File: src/design/pe_pkg.sv
package pe_pkg;

    // ==================================================================
    // datapath widths and supported loop sizes
    // ==================================================================
    localparam int ACT_W    = 8;
    localparam int PSUM_W   = 24;
    localparam int MAX_CH   = 4;
    localparam int MAX_FILT = 8;
    localparam int MAX_OUT  = 16;

    // pad address width, carried inside pad_ctl_t
    localparam int PAD_AW   = 7;

    // sampled on start
    typedef struct packed {
        logic [2:0] ch_num;
        logic [3:0] filt_w;
        logic [4:0] out_w;
    } pe_conf_t;

    typedef struct packed {
        logic start;
        logic abort;
        logic stall;
    } pe_inst_t;

    typedef struct packed {
        logic              write;
        logic [PAD_AW-1:0] waddr;
        logic              read;
        logic [PAD_AW-1:0] raddr;
    } pad_ctl_t;

    // aligned with pad read data, one cycle after the read
    typedef struct packed {
        logic valid;
        logic first;
        logic last;
    } mac_ctl_t;

    typedef enum logic [2:0] {IDLE, LOAD_WT, LOAD_IN, COMPUTE, WAIT_OUT} pe_state_e;

endpackage
File: src/design/pe_top.sv
`timescale 1ns/1ps

module pe_top #(
    parameter int IPAD_DEPTH = 96,
    parameter int WPAD_DEPTH = 32
) (
    input  logic                              i_clk,
    input  logic                              i_rst_n,
    input  pe_pkg::pe_conf_t                  i_conf,
    input  pe_pkg::pe_inst_t                  i_inst,
    // weight stream
    input  logic                              i_wt_rdy,
    input  logic signed [pe_pkg::ACT_W-1:0]   i_wt_data,
    output logic                              o_wt_ack,
    // input pixel stream
    input  logic                              i_in_rdy,
    input  logic signed [pe_pkg::ACT_W-1:0]   i_in_data,
    output logic                              o_in_ack,
    // psum stream
    output logic                              o_ps_rdy,
    output logic signed [pe_pkg::PSUM_W-1:0]  o_ps_data,
    input  logic                              i_ps_ack,
    output logic                              o_done
);
    import pe_pkg::*;

    pad_ctl_t wt_pad_ctl;
    pad_ctl_t in_pad_ctl;
    mac_ctl_t mac_ctl;
    logic     mac_busy;

    logic signed [ACT_W-1:0] wt_rdata;
    logic signed [ACT_W-1:0] in_rdata;

    pe_controller u_ctrl (
        .i_clk      (i_clk),
        .i_rst_n    (i_rst_n),
        .i_conf     (i_conf),
        .i_inst     (i_inst),
        .i_wt_rdy   (i_wt_rdy),
        .i_in_rdy   (i_in_rdy),
        .o_wt_ack   (o_wt_ack),
        .o_in_ack   (o_in_ack),
        .i_mac_busy (mac_busy),
        .o_wt_pad   (wt_pad_ctl),
        .o_in_pad   (in_pad_ctl),
        .o_mac      (mac_ctl),
        .i_ps_ack   (i_ps_ack),
        .o_done     (o_done)
    );

    scratch_pad #(.DEPTH(WPAD_DEPTH)) u_wt_pad (
        .i_clk   (i_clk),
        .i_ctl   (wt_pad_ctl),
        .i_wdata (i_wt_data),
        .o_rdata (wt_rdata)
    );

    scratch_pad #(.DEPTH(IPAD_DEPTH)) u_in_pad (
        .i_clk   (i_clk),
        .i_ctl   (in_pad_ctl),
        .i_wdata (i_in_data),
        .o_rdata (in_rdata)
    );

    // abort also drops any result still waiting in the MAC
    pe_mac u_mac (
        .i_clk     (i_clk),
        .i_rst_n   (i_rst_n),
        .i_clear   (i_inst.abort),
        .i_ctl     (mac_ctl),
        .i_wt      (wt_rdata),
        .i_in      (in_rdata),
        .o_ps_rdy  (o_ps_rdy),
        .o_ps_data (o_ps_data),
        .i_ps_ack  (i_ps_ack),
        .o_busy    (mac_busy)
    );

endmodule

File: src/design/pe_mac.sv
`timescale 1ns/1ps

module pe_mac (
    input  logic                              i_clk,
    input  logic                              i_rst_n,
    input  logic                              i_clear,
    input  pe_pkg::mac_ctl_t                  i_ctl,
    input  logic signed [pe_pkg::ACT_W-1:0]   i_wt,
    input  logic signed [pe_pkg::ACT_W-1:0]   i_in,
    output logic                              o_ps_rdy,
    output logic signed [pe_pkg::PSUM_W-1:0]  o_ps_data,
    input  logic                              i_ps_ack,
    output logic                              o_busy
);
    import pe_pkg::*;

    logic signed [2*ACT_W-1:0]  prod;
    logic signed [PSUM_W-1:0]   acc;
    logic signed [PSUM_W-1:0]   acc_base;
    logic signed [PSUM_W-1:0]   acc_nxt;
    logic                       fin;

    // ==================================================================
    // multiply and accumulate
    // ==================================================================
    assign prod     = i_wt * i_in;
    assign acc_base = i_ctl.first ? PSUM_W'(0) : acc;
    assign acc_nxt  = acc_base + PSUM_W'(prod);
    assign fin      = i_ctl.valid && i_ctl.last;

    always_ff @(posedge i_clk) begin
        if (i_clear) begin
            acc <= '0;
        end else if (i_ctl.valid) begin
            acc <= acc_nxt;
        end
    end

    // ==================================================================
    // output psum register
    // ==================================================================
    always_ff @(posedge i_clk) begin
        if (i_clear) begin
            o_ps_data <= '0;
        end else if (fin) begin
            o_ps_data <= acc_nxt;
        end
    end

    // a new result may land in the same cycle the old one is taken
    always_ff @(posedge i_clk) begin
        if (!i_rst_n || i_clear) begin
            o_ps_rdy <= 1'b0;
        end else if (fin) begin
            o_ps_rdy <= 1'b1;
        end else if (i_ps_ack) begin
            o_ps_rdy <= 1'b0;
        end
    end

    assign o_busy = o_ps_rdy;

endmodule

File: src/design/pe_controller.sv
`timescale 1ns/1ps

module pe_controller (
    input  logic             i_clk,
    input  logic             i_rst_n,
    input  pe_pkg::pe_conf_t i_conf,
    input  pe_pkg::pe_inst_t i_inst,
    input  logic             i_wt_rdy,
    input  logic             i_in_rdy,
    output logic             o_wt_ack,
    output logic             o_in_ack,
    input  logic             i_mac_busy,
    output pe_pkg::pad_ctl_t o_wt_pad,
    output pe_pkg::pad_ctl_t o_in_pad,
    output pe_pkg::mac_ctl_t o_mac,
    input  logic             i_ps_ack,
    output logic             o_done
);
    import pe_pkg::*;

    localparam int WT_IDX_W = $clog2(((MAX_CH > MAX_FILT) ? MAX_CH : MAX_FILT) + 1);
    localparam int IN_IDX_W = $clog2(MAX_OUT + MAX_FILT);

    pe_state_e state, state_nxt;
    pe_conf_t  conf;

    logic [PAD_AW-1:0] wr_cnt;
    logic [IN_IDX_W-1:0] ps_cnt;
    logic [IN_IDX_W-1:0] row_w;

    logic run_ok;
    logic cnt_clear;
    logic wt_xfer, in_xfer, ps_xfer;
    logic wt_all_end, in_all_end, cmp_all_end;

    logic [1:0][WT_IDX_W-1:0] wt_size;
    logic [1:0][IN_IDX_W-1:0] in_size;
    logic [2:0][IN_IDX_W-1:0] cmp_size;
    logic [2:0][IN_IDX_W-1:0] cmp_idx;
    logic [2:0]               cmp_end;

    logic issue, issue_first, issue_last, hold_last, last_psum;
    logic [PAD_AW-1:0] wt_raddr, in_raddr;

    // ==================================================================
    // loop sizes and counters
    // ==================================================================
    assign row_w    = IN_IDX_W'(conf.out_w) + IN_IDX_W'(conf.filt_w) - 1'b1;
    assign wt_size  = {WT_IDX_W'(conf.ch_num), WT_IDX_W'(conf.filt_w)};
    assign in_size  = {IN_IDX_W'(conf.ch_num), row_w};
    // pixel outermost, tap innermost
    assign cmp_size = {IN_IDX_W'(conf.out_w), IN_IDX_W'(conf.ch_num), IN_IDX_W'(conf.filt_w)};

    assign run_ok    = !i_inst.stall && !i_inst.abort;
    assign cnt_clear = (state == IDLE) || i_inst.abort;

    loop_counter #(.NDEPTH(2), .IDX_W(WT_IDX_W)) u_wt_cnt (
        .i_clk     (i_clk),
        .i_rst_n   (i_rst_n),
        .i_clear   (cnt_clear),
        .i_inc     (wt_xfer),
        .i_size    (wt_size),
        .o_idx     (),
        .o_end     (),
        .o_all_end (wt_all_end)
    );

    loop_counter #(.NDEPTH(2), .IDX_W(IN_IDX_W)) u_in_cnt (
        .i_clk     (i_clk),
        .i_rst_n   (i_rst_n),
        .i_clear   (cnt_clear),
        .i_inc     (in_xfer),
        .i_size    (in_size),
        .o_idx     (),
        .o_end     (),
        .o_all_end (in_all_end)
    );

    loop_counter #(.NDEPTH(3), .IDX_W(IN_IDX_W)) u_cmp_cnt (
        .i_clk     (i_clk),
        .i_rst_n   (i_rst_n),
        .i_clear   (cnt_clear),
        .i_inc     (issue),
        .i_size    (cmp_size),
        .o_idx     (cmp_idx),
        .o_end     (cmp_end),
        .o_all_end (cmp_all_end)
    );

    // ==================================================================
    // stream handshakes
    // ==================================================================
    assign o_wt_ack = (state == LOAD_WT) && run_ok;
    assign o_in_ack = (state == LOAD_IN) && run_ok;
    assign wt_xfer  = o_wt_ack && i_wt_rdy;
    assign in_xfer  = o_in_ack && i_in_rdy;
    assign ps_xfer  = i_mac_busy && i_ps_ack;

    // ==================================================================
    // compute issue and pad addressing
    // ==================================================================
    assign issue_first = (cmp_idx[1] == '0) && (cmp_idx[0] == '0);
    assign issue_last  = cmp_end[1] && cmp_end[0];

    // output register must be free when the last add lands
    assign hold_last = issue_last &&
                       ((i_mac_busy && !i_ps_ack) || (o_mac.valid && o_mac.last));
    assign issue     = (state == COMPUTE) && run_ok && !hold_last;

    // weights: c*filt_w + r, inputs: c*row_w + o + r
    assign wt_raddr = PAD_AW'(cmp_idx[1]) * PAD_AW'(conf.filt_w) + PAD_AW'(cmp_idx[0]);
    assign in_raddr = PAD_AW'(cmp_idx[1]) * PAD_AW'(row_w) + PAD_AW'(cmp_idx[2])
                    + PAD_AW'(cmp_idx[0]);

    assign o_wt_pad = '{write: wt_xfer, waddr: wr_cnt, read: issue, raddr: wt_raddr};
    assign o_in_pad = '{write: in_xfer, waddr: wr_cnt, read: issue, raddr: in_raddr};

    assign last_psum = ps_xfer && (ps_cnt == IN_IDX_W'(conf.out_w) - 1'b1);
    assign o_done    = (state == WAIT_OUT) && last_psum && !i_inst.abort;

    // ==================================================================
    // state machine
    // ==================================================================
    always_comb begin
        state_nxt = state;
        case (state)
            IDLE: begin
                if (i_inst.start) state_nxt = LOAD_WT;
            end
            LOAD_WT: begin
                if (wt_xfer && wt_all_end) state_nxt = LOAD_IN;
            end
            LOAD_IN: begin
                if (in_xfer && in_all_end) state_nxt = COMPUTE;
            end
            COMPUTE: begin
                if (issue && cmp_all_end) state_nxt = WAIT_OUT;
            end
            WAIT_OUT: begin
                if (last_psum) state_nxt = IDLE;
            end
            default: begin
                state_nxt = IDLE;
            end
        endcase
        if (i_inst.abort) state_nxt = IDLE;
    end

    always_ff @(posedge i_clk) begin
        if (!i_rst_n) begin
            state <= IDLE;
            conf  <= '0;
        end else begin
            state <= state_nxt;
            if (state == IDLE && i_inst.start) conf <= i_conf;
        end
    end

    // running write address, restarted for the input pad
    always_ff @(posedge i_clk) begin
        if (!i_rst_n || state == IDLE || (wt_xfer && wt_all_end)) begin
            wr_cnt <= '0;
        end else if (wt_xfer || in_xfer) begin
            wr_cnt <= wr_cnt + 1'b1;
        end
    end

    always_ff @(posedge i_clk) begin
        if (!i_rst_n || state == IDLE) begin
            ps_cnt <= '0;
        end else if (ps_xfer) begin
            ps_cnt <= ps_cnt + 1'b1;
        end
    end

    // pad read latency is one cycle
    always_ff @(posedge i_clk) begin
        if (!i_rst_n || i_inst.abort) begin
            o_mac <= '0;
        end else begin
            o_mac <= '{valid: issue, first: issue_first, last: issue_last};
        end
    end

endmodule

File: src/design/scratch_pad.sv
`timescale 1ns/1ps

module scratch_pad #(
    parameter int DEPTH = 32
) (
    input  logic                               i_clk,
    input  pe_pkg::pad_ctl_t                   i_ctl,
    input  logic signed [pe_pkg::ACT_W-1:0]    i_wdata,
    output logic signed [pe_pkg::ACT_W-1:0]    o_rdata
);
    import pe_pkg::*;

    localparam int AW = $clog2(DEPTH);

    logic signed [ACT_W-1:0] mem [DEPTH];

    always_ff @(posedge i_clk) begin
        if (i_ctl.write) begin
            mem[i_ctl.waddr[AW-1:0]] <= i_wdata;
        end
    end

    // read data holds until the next read, so it survives a stall
    always_ff @(posedge i_clk) begin
        if (i_ctl.read) begin
            o_rdata <= mem[i_ctl.raddr[AW-1:0]];
        end
    end

endmodule

File: src/design/loop_counter.sv
`timescale 1ns/1ps

module loop_counter #(
    parameter int NDEPTH = 2,
    parameter int IDX_W  = 4
) (
    input  logic                         i_clk,
    input  logic                         i_rst_n,
    input  logic                         i_clear,
    input  logic                         i_inc,
    input  logic [NDEPTH-1:0][IDX_W-1:0] i_size,
    output logic [NDEPTH-1:0][IDX_W-1:0] o_idx,
    output logic [NDEPTH-1:0]            o_end,
    output logic                         o_all_end
);

    // carry[k] is set when level k steps this cycle
    logic [NDEPTH:0] carry;

    // level 0 is the innermost loop
    always_comb begin
        carry[0] = i_inc;
        for (int k = 0; k < NDEPTH; k++) begin
            o_end[k]     = (o_idx[k] == i_size[k] - 1'b1);
            carry[k + 1] = carry[k] && o_end[k];
        end
    end

    assign o_all_end = &o_end;

    always_ff @(posedge i_clk) begin
        if (!i_rst_n || i_clear) begin
            o_idx <= '0;
        end else begin
            for (int k = 0; k < NDEPTH; k++) begin
                if (carry[k]) begin
                    // wrap to zero at the end of this level
                    if (o_end[k]) begin
                        o_idx[k] <= '0;
                    end else begin
                        o_idx[k] <= o_idx[k] + 1'b1;
                    end
                end
            end
        end
    end

endmodule

File: config.mk
export PLATFORM = sky130hd
export DESIGN_NAME = pe_top
export DESIGN_NICKNAME = d
export VERILOG_FILES = /design/src/design/pe_pkg.sv /design/src/design/pe_top.sv /design/src/design/pe_mac.sv /design/src/design/pe_controller.sv /design/src/design/scratch_pad.sv /design/src/design/loop_counter.sv
export SDC_FILE = /design/constraint.sdc
export NUM_CORES = 1
export LEC_CHECK = 0
export ABC_AREA = 1
export BUFFER_PORTS_ARGS = -buffer_cell sky130_fd_sc_hd__buf_4
export CAP_MARGIN = 20
export CELL_PAD_IN_SITES_DETAIL_PLACEMENT = 1
export CELL_PAD_IN_SITES_GLOBAL_PLACEMENT = 1
export CORE_MARGIN = 4
export CORE_UTILIZATION = 52
export DETAILED_ROUTE_END_ITERATION = 6
export PLACE_DENSITY_LB_ADDON = 0.12
export SYNTH_ARGS = -nofsm -noshare
export SYNTH_HDL_FRONTEND = slang
export SYNTH_SLANG_ARGS = --single-unit
File: constraint.sdc
create_clock -name i_clk -period 6.7 [get_ports i_clk]
set_input_delay 0.335 -clock i_clk [delete_from_list [all_inputs] [get_ports i_clk]]
set_output_delay 0.335 -clock i_clk [all_outputs]
set_load 0.01 [all_outputs]
==> results of run 1 <==
## how the worst max path moves through the flow
stage / startpoint / endpoint / cells past startpoint
after CTS: u_ctrl.cmp_size[1] / u_in_pad.o_rdata[0] / 20
after detailed placement: u_ctrl.cmp_size[1] / u_in_pad.o_rdata[0] / 20
after floorplan: u_ctrl.cmp_size[1] / u_in_pad.o_rdata[1] / 20
after global placement: u_ctrl.cmp_size[1] / u_in_pad.o_rdata[0] / 20
final: u_ctrl.cmp_size[1] / u_in_pad.o_rdata[0] / 20
after global routing: u_ctrl.cmp_size[1] / u_in_pad.o_rdata[0] / 20
## layout make-up
cell class	count	area share
Clock inverter	75	0.01249
Antenna cell	1	0.00004306
Timing Repair Buffer	128	0.01985
Sequential cell	1152	0.5760
Tap cell	1298	0.02795
Inverter	342	0.02231
Multi-Input combinational cell	2768	0.2878
Clock buffer	145	0.05363
## metal layers
metal / GRT usage / wire length, um
met5: 0 / 0
met4: 0.06965 / 3528
met3: 0.03974 / 8256
met2: 0.4616 / 72650
met1: 0.3732 / 61630
## flip-flops by register name (all words and copies together) (netlist names), 5 cells and up
name / flops
u_ctrl.cmp_size: 12
u_mac.acc: 24
u_ctrl.ps_cnt: 5
u_ctrl.u_in_cnt.o_idx: 10
u_in_pad.mem: 768
u_ctrl.u_wt_cnt.o_idx: 8
u_in_pad.o_rdata: 8
u_ctrl.u_cmp_cnt.o_idx: 15
u_wt_pad.mem: 256
u_ctrl.wr_cnt: 7
u_wt_pad.o_rdata: 8
u_mac.o_ps_data: 24
## cells by family (layout without fill, tap and decap cells)
kind of cell / Yosys count / after routing / share of synthesized area
buffers and inverters: 592 / 690 / 0.04505
adders and majority gates: 226 / 226 / 0.07175
other: 0 / 1 / 0
muxes: 47 / 47 / 0.008963
DFF: 1152 / 1152 / 0.6377
xor gates and xnor gates: 63 / 63 / 0.01080
AOI/OAI and AO/OA: 944 / 944 / 0.1097
and+or+nand+nor: 1488 / 1488 / 0.1160
## report_power, final
| group | internal, mW | switching [mW] | total [mW] |
|---|---|---|---|
| Sequential | 7.83 | 0.0134 | 7.84 |
| Combinational | 0.106 | 0.286 | 0.392 |
| Clock | 3.80 | 2.80 | 6.60 |
## layout by cell type (no fill, tap or decap), drive strengths merged, types with 3 or more instances in the layout
cell type / n
o211ai: 51
o32ai: 23
o22ai: 55
o21a: 4
nand4: 18
nor3b: 7
o21ai: 533
dfxtp: 112
buf: 104
bufinv: 13
clkinv: 66
mux2i: 47
a32o: 5
clkbuf: 145
nand3: 219
a31oi: 9
nor2: 792
xnor2: 25
xor2: 38
a21o: 7
nand2: 409
dlygate4sd3: 24
or2: 9
edfxtp: 1040
nor3: 25
ha: 101
fa: 125
nand3b: 6
a21oi: 81
nor4: 3
inv: 336
o221ai: 167
## tightest hold or removal path, stage by stage
cell     delay (ns)
buf_4          0.08
o21ai_0        0.15
a21oi_1        0.15
==> reports/qor.yml, run 1 <==
pwr:
  power.leakage_nw: 20.75
  powerDensity_mw_per_mm2: 255.2
  peakVddDrop_uv: 307.2
  power_mw: 14.83
synthesis:
  yosysSeqAreaShare: 0.6377
  netlist_area_mm2: 0.05249
  ys_types: 55
  yosys-top-cells-count: "1040 x edfxtp_1, 788 x nor2_1, 490 x o21ai_0, 402 x nand2_1, 310 x inv_1"
  synth.area.top_cells: "edfxtp_1 60%, nor2_1 5.6%, fa_1 4.8%, o21ai_0 4.7%, dfxtp_1 4.3%"
  syn_inst: 4512
  yosysTopAreaCellShare: 0.5950
  synth-seq-cells: 1152
  synth_edf_count: 1040
  yosysMostFrequentCell: "edfxtp_1"
  syn_area_per_cell_um2: 11.63
  synth_fp_nets: 4774
  yosys_warnings: 0
  synthArstFlopShare: 0
  synth_ff_type: "edfxtp_1"
  yosysTopAreaCell: "edfxtp_1"
placement:
  io_buffers: 63
  place_ws_ns: 0.7242
  gp_congestion: 0.8488
  dp_hpwl_mm: 89.57
  placed_cells: 5663
  post_dp_cell_area_mm2: 0.05400
worst_setup_path:
  path_class: "register to register"
  rr_worst_depth: 20
  rrSetupSlack_ns: 0.71
  crit_path_start_kind: "register"
  cp.arrival_ns: 6.41
  crit_fanout: 24
  rr_startpoint: "u_ctrl.cmp_size[1]"
  slowest_delay_ns: 0.71
  critical_path_required_ns: 7.13
  cp_num_buf_inv: 5
  r2r_end: "u_in_pad.o_rdata[0]"
  path_common_cell: "fa_1"
  cp_top_family: "adder cells"
  crit_chain: "inv_1, ha_1, inv_1, ha_1, fa_1, nand2_1, fa_1, inv_1, fa_1, fa_1, fa_1, ha_1, inv_1, xor2_2, buf_4, nand3_1, nand3_1, nand2_1, nand2_1, nand2_1"
  cp-end-kind: "register"
  cp_slowest_cell: "fa_1"
timing:
  clock.fmax_mhz: 167.0
  fin_crit_sh: 0.8936
  period_needed_ns: 5.987
  max_slew_margin: 0.2278
  tightest_slew_ns: 1.158
  clock_skew_ns: 0.01739
  hold_viol: 0
  final_max_slew_viol_count: 0
  rsz0062_at_grt: "no"
  fin_tns_setup_ns: 0
  worst_slack_ns: 0.7131
  finalSetupViolCount: 0
  whs_ns: 0.04527
die:
  die_w_um: 325.7
  coreArea_mm2: 0.1001
  rows: 116
  die_h_um: 325.7
  ios: 64
  die_area_mm2: 0.1061
  start_util: 0.5241
grt:
  grt.overflow.total: 0
  gr-usage-all-layers: 0.2724
  first_global_vias: 36992
  antenna_found_initial: 1
  grt_pass1_wl_mm: 223.8
  grt_max_degree: 204
clocking:
  cts_buffer_depth: 3
  cts_sinks: 1152
  htree_levels: 3
  post_cts_buffers: 0
  tritoncts: "yes"
  ctsResizeCount: 0
  insertion_delay_ns: 0.72
  cts_buffers: 118
  cts_hold_buffers: 24
  path_clk_slew_ns: 0.06
  cts_root_buffer: "clkbuf_16"
layout:
  drive_above_1_share: 0.06941
  ff_latch_area_mm2: 0.03347
  final_area_mm2: 0.05811
  stdcell_count: 5909
  nets: 4772
  final_util: 0.5803
  areaGrowthSynthToFinish_pct: 10.72
  num-fill-cells: 10144
  multi_input_area_mm2: 0.01672
detailed_routing:
  drt_iter0_drc: 3502
  via_count: 35598
  avgViaCountPerCell: 6.024
  ant_nets: 0
  first_pass_iters: 5
  drc_errors: 0
  routed_wl_mm: 146.1
  wl_per_cell_um: 24.72
min_path:
  min_delay_path_depth: 3
  hold_path_end: "u_ctrl.cmp_size[0]"
  worstHoldPathType: "input pin to register"
  min_from: "i_conf[5]"
flow_run:
  cap_violations: 0
outcome:
  status: "finished clean"
No activity file was read; power rests on OpenSTA's default activity.
==> run 2, diff against run 1 <==
- CORE_UTILIZATION: 52 -> 54
- CTS_BUF_LIST: default -> sky130_fd_sc_hd__clkbuf_8
==> reports/qor.yml, run 2 (synthesis gave the netlist of run 1 again) <==
die:
  ios: 64  # unchanged
  rows: 114  # was 116
  die_w_um: 319.8  # was 325.7 um
  coreArea_mm2: 0.09657  # was 0.1001 mm^2
  die_h_um: 319.8  # was 325.7 um
  die_area_mm2: 0.1023  # was 0.1061 mm^2
  start_util: 0.5435  # was 0.5241
worst_setup_path:
  crit_path_start: "u_ctrl.cmp_size[1]"  # unchanged
  r2r_end: "u_in_pad.o_rdata[7]"  # was u_in_pad.o_rdata[0]
  critPathCapture: "u_in_pad.o_rdata[7]"  # was u_in_pad.o_rdata[0]
  path_class: "register to register"  # unchanged
  crit_fanout: 24  # unchanged
  rrSetupSlack_ns: 0.69  # was 0.71 ns
  rr_worst_depth: 23  # was 20
  critical_path_required_ns: 7.33  # was 7.13 ns
  cp-end-kind: "register"  # unchanged
  crit_path_start_kind: "register"  # unchanged
  cp.arrival_ns: 6.65  # was 6.41 ns
  rr_startpoint: "u_ctrl.cmp_size[1]"  # unchanged
timing:
  rsz0062_at_grt: "no"  # unchanged
  max_slew_margin: 0.2330  # was 0.2278
  clock.fmax_mhz: 166.3  # was 167.0 MHz
  fin_crit_sh: 0.8978  # was 0.8936
  whs_ns: 0.07479  # was 0.04527 ns
  period_needed_ns: 6.015  # was 5.987 ns
  fin_tns_setup_ns: 0  # unchanged
  hold_viol: 0  # unchanged
  finalSetupViolCount: 0  # unchanged
  clock_skew_ns: 0.04368  # was 0.01739 ns
  tightest_slew_ns: 1.146  # was 1.158 ns
  final_max_slew_viol_count: 0  # unchanged
clocking:
  cts_buffer_depth: 3  # unchanged
  cts_root_buffer: "clkbuf_8"  # was clkbuf_16
  path_clk_slew_ns: 0.07  # was 0.06 ns
  cts_buffers: 186  # was 118
  insertion_delay_ns: 0.88  # was 0.72 ns
  ctsResizeCount: 0  # unchanged
  cts_sinks: 1152  # unchanged
  htree_levels: 4  # was 3
  tritoncts: "yes"  # unchanged
grt:
  gr-usage-all-layers: 0.2867  # was 0.2724
  grt.overflow.total: 0  # unchanged
  antenna_found_initial: 8  # was 1
  grt_pass1_wl_mm: 224.8  # was 223.8 mm
  first_global_vias: 37616  # was 36992
  grt_max_degree: 202  # was 204
detailed_routing:
  ant_nets: 0  # unchanged
  routed_wl_mm: 147.7  # was 146.1 mm
  via_count: 35959  # was 35598
  drc_errors: 0  # unchanged
  wl_per_cell_um: 24.60  # was 24.72 um
  avgViaCountPerCell: 5.987  # was 6.024
  drt_iter0_drc: 3660  # was 3502
  first_pass_iters: 5  # unchanged
placement:
  post_dp_cell_area_mm2: 0.05393  # was 0.05400 mm^2
  gp_congestion: 0.8579  # was 0.8488
  io_buffers: 63  # unchanged
  dp_hpwl_mm: 91.35  # was 89.57 mm
  placed_cells: 5636  # was 5663
pwr:
  power_mw: 14.02  # was 14.83 mW
  powerDensity_mw_per_mm2: 242.2  # was 255.2 mW/mm^2
  power.leakage_nw: 20.89  # was 20.75 nW
  peakVddDrop_uv: 204.2  # was 307.2 uV
layout:
  drive_above_1_share: 0.08312  # was 0.06941
  areaGrowthSynthToFinish_pct: 10.24  # was 10.72%
  stdcell_count: 6006  # was 5909
  final_common_cell: "edfxtp_1"  # unchanged
  largest_reg_flops: 768  # unchanged
  nets: 4853  # was 4772
  final_area_mm2: 0.05786  # was 0.05811 mm^2
  layout_common_cells: "1040 x edfxtp_1, 788 x nor2_1, 490 x o21ai_0, 402 x nand2_1, 357 x inv_1"  # was 1040 x edfxtp_1, 788 x nor2_1, 490 x o21ai_0, 402 x nand2_1, 308 x inv_1
  num-fill-cells: 9798  # was 10144
min_path:
  worstHoldPathType: "input pin to register"  # unchanged
  min_delay_path_depth: 7  # was 3
flow_run:
  cap_violations: 0  # unchanged
outcome:
  status: "finished clean"  # unchanged
[run 2: worst min-delay path by stage]
stage                 start                  endpoint  slack, ns
3_3_place_gp   u_mac.acc[0]              u_mac.acc[0]       0.45
3_5_place_dp   u_mac.acc[0]              u_mac.acc[0]       0.45
6_report          i_inst[0]  u_ctrl.u_wt_cnt.o_idx[3]       0.07
5_1_grt           i_inst[0]  u_ctrl.u_wt_cnt.o_idx[3]       0.07
2_1_floorplan  i_in_data[0]        u_in_pad.mem[0][0]       0.43
4_1_cts           i_inst[0]  u_ctrl.u_wt_cnt.o_idx[3]      0.001
[run 2: stage by stage]
| stage | util | setup WS, ns |
|---|---|---|
| 6_report | 0.5992 | 0.6851 |
| 5_1_grt | 0.5992 | 0.3611 |
| 4_1_cts | 0.5980 | 0.7487 |
| 3_5_place_dp | 0.5584 | 0.7538 |
| 3_3_place_gp | 0.5584 | 0.8461 |
| 2_1_floorplan | - | 1.346 |
[run 2: per-layer routing]
| metal | up-vias | track usage | wire length, um |
|---|---|---|---|
| met1 | 18182 | 0.3855 | 60550 |
| li1 | 16241 | - | - |
| met2 | 1223 | 0.4722 | 72140 |
| met4 | 8 | 0.09694 | 4637 |
| met3 | 305 | 0.05695 | 10360 |
| met5 | - | 0 | 59 |
[run 2: worst max-delay path, stage by stage (launching register included)]
cell and delay [ns]:
dfxtp_1 0.41, inv_1 0.12, ha_1 0.29, inv_1 0.04
ha_1 0.20, fa_1 0.47, inv_1 0.09, nand2_1 0.06
nand2_1 0.13, nand2_1 0.10, fa_1 0.52, inv_1 0.05
fa_1 0.46, fa_1 0.51, fa_1 0.42, ha_1 0.36
inv_1 0.09, xor2_2 0.20, inv_1 0.65, nand3_1 0.19
nand3_1 0.20, nand2_1 0.08, nand2_1 0.07, nand2_1 0.05
[run 2: final cells by class]
class	count	area, um^2	share of cell area
Inverter	342	1299	0.02245
Sequential cell	1152	33470	0.5785
Tap cell	1276	1597	0.02759
Timing Repair Buffer	141	1311	0.02266
Clock inverter	130	769.5	0.01330
Antenna cell	2	5.005	0.00008650
Clock buffer	195	2684	0.04639
Multi-Input combinational cell	2768	16720	0.2890
[run 2: what timing repair did]
item | 4_1_cts | 5_1_grt
setup buffers | 0 | 0
setup endpoints to repair | 0 | 0
hold buffers | 37 | 3
hold endpoints to repair | 377 | 77
[run 2: report_power, final]
part | internal [mW] | switching [mW] | total [mW]
combinational | 0.114 | 0.289 | 0.403
clock | 2.96 | 2.81 | 5.77
sequential | 7.83 | 0.0132 | 7.84
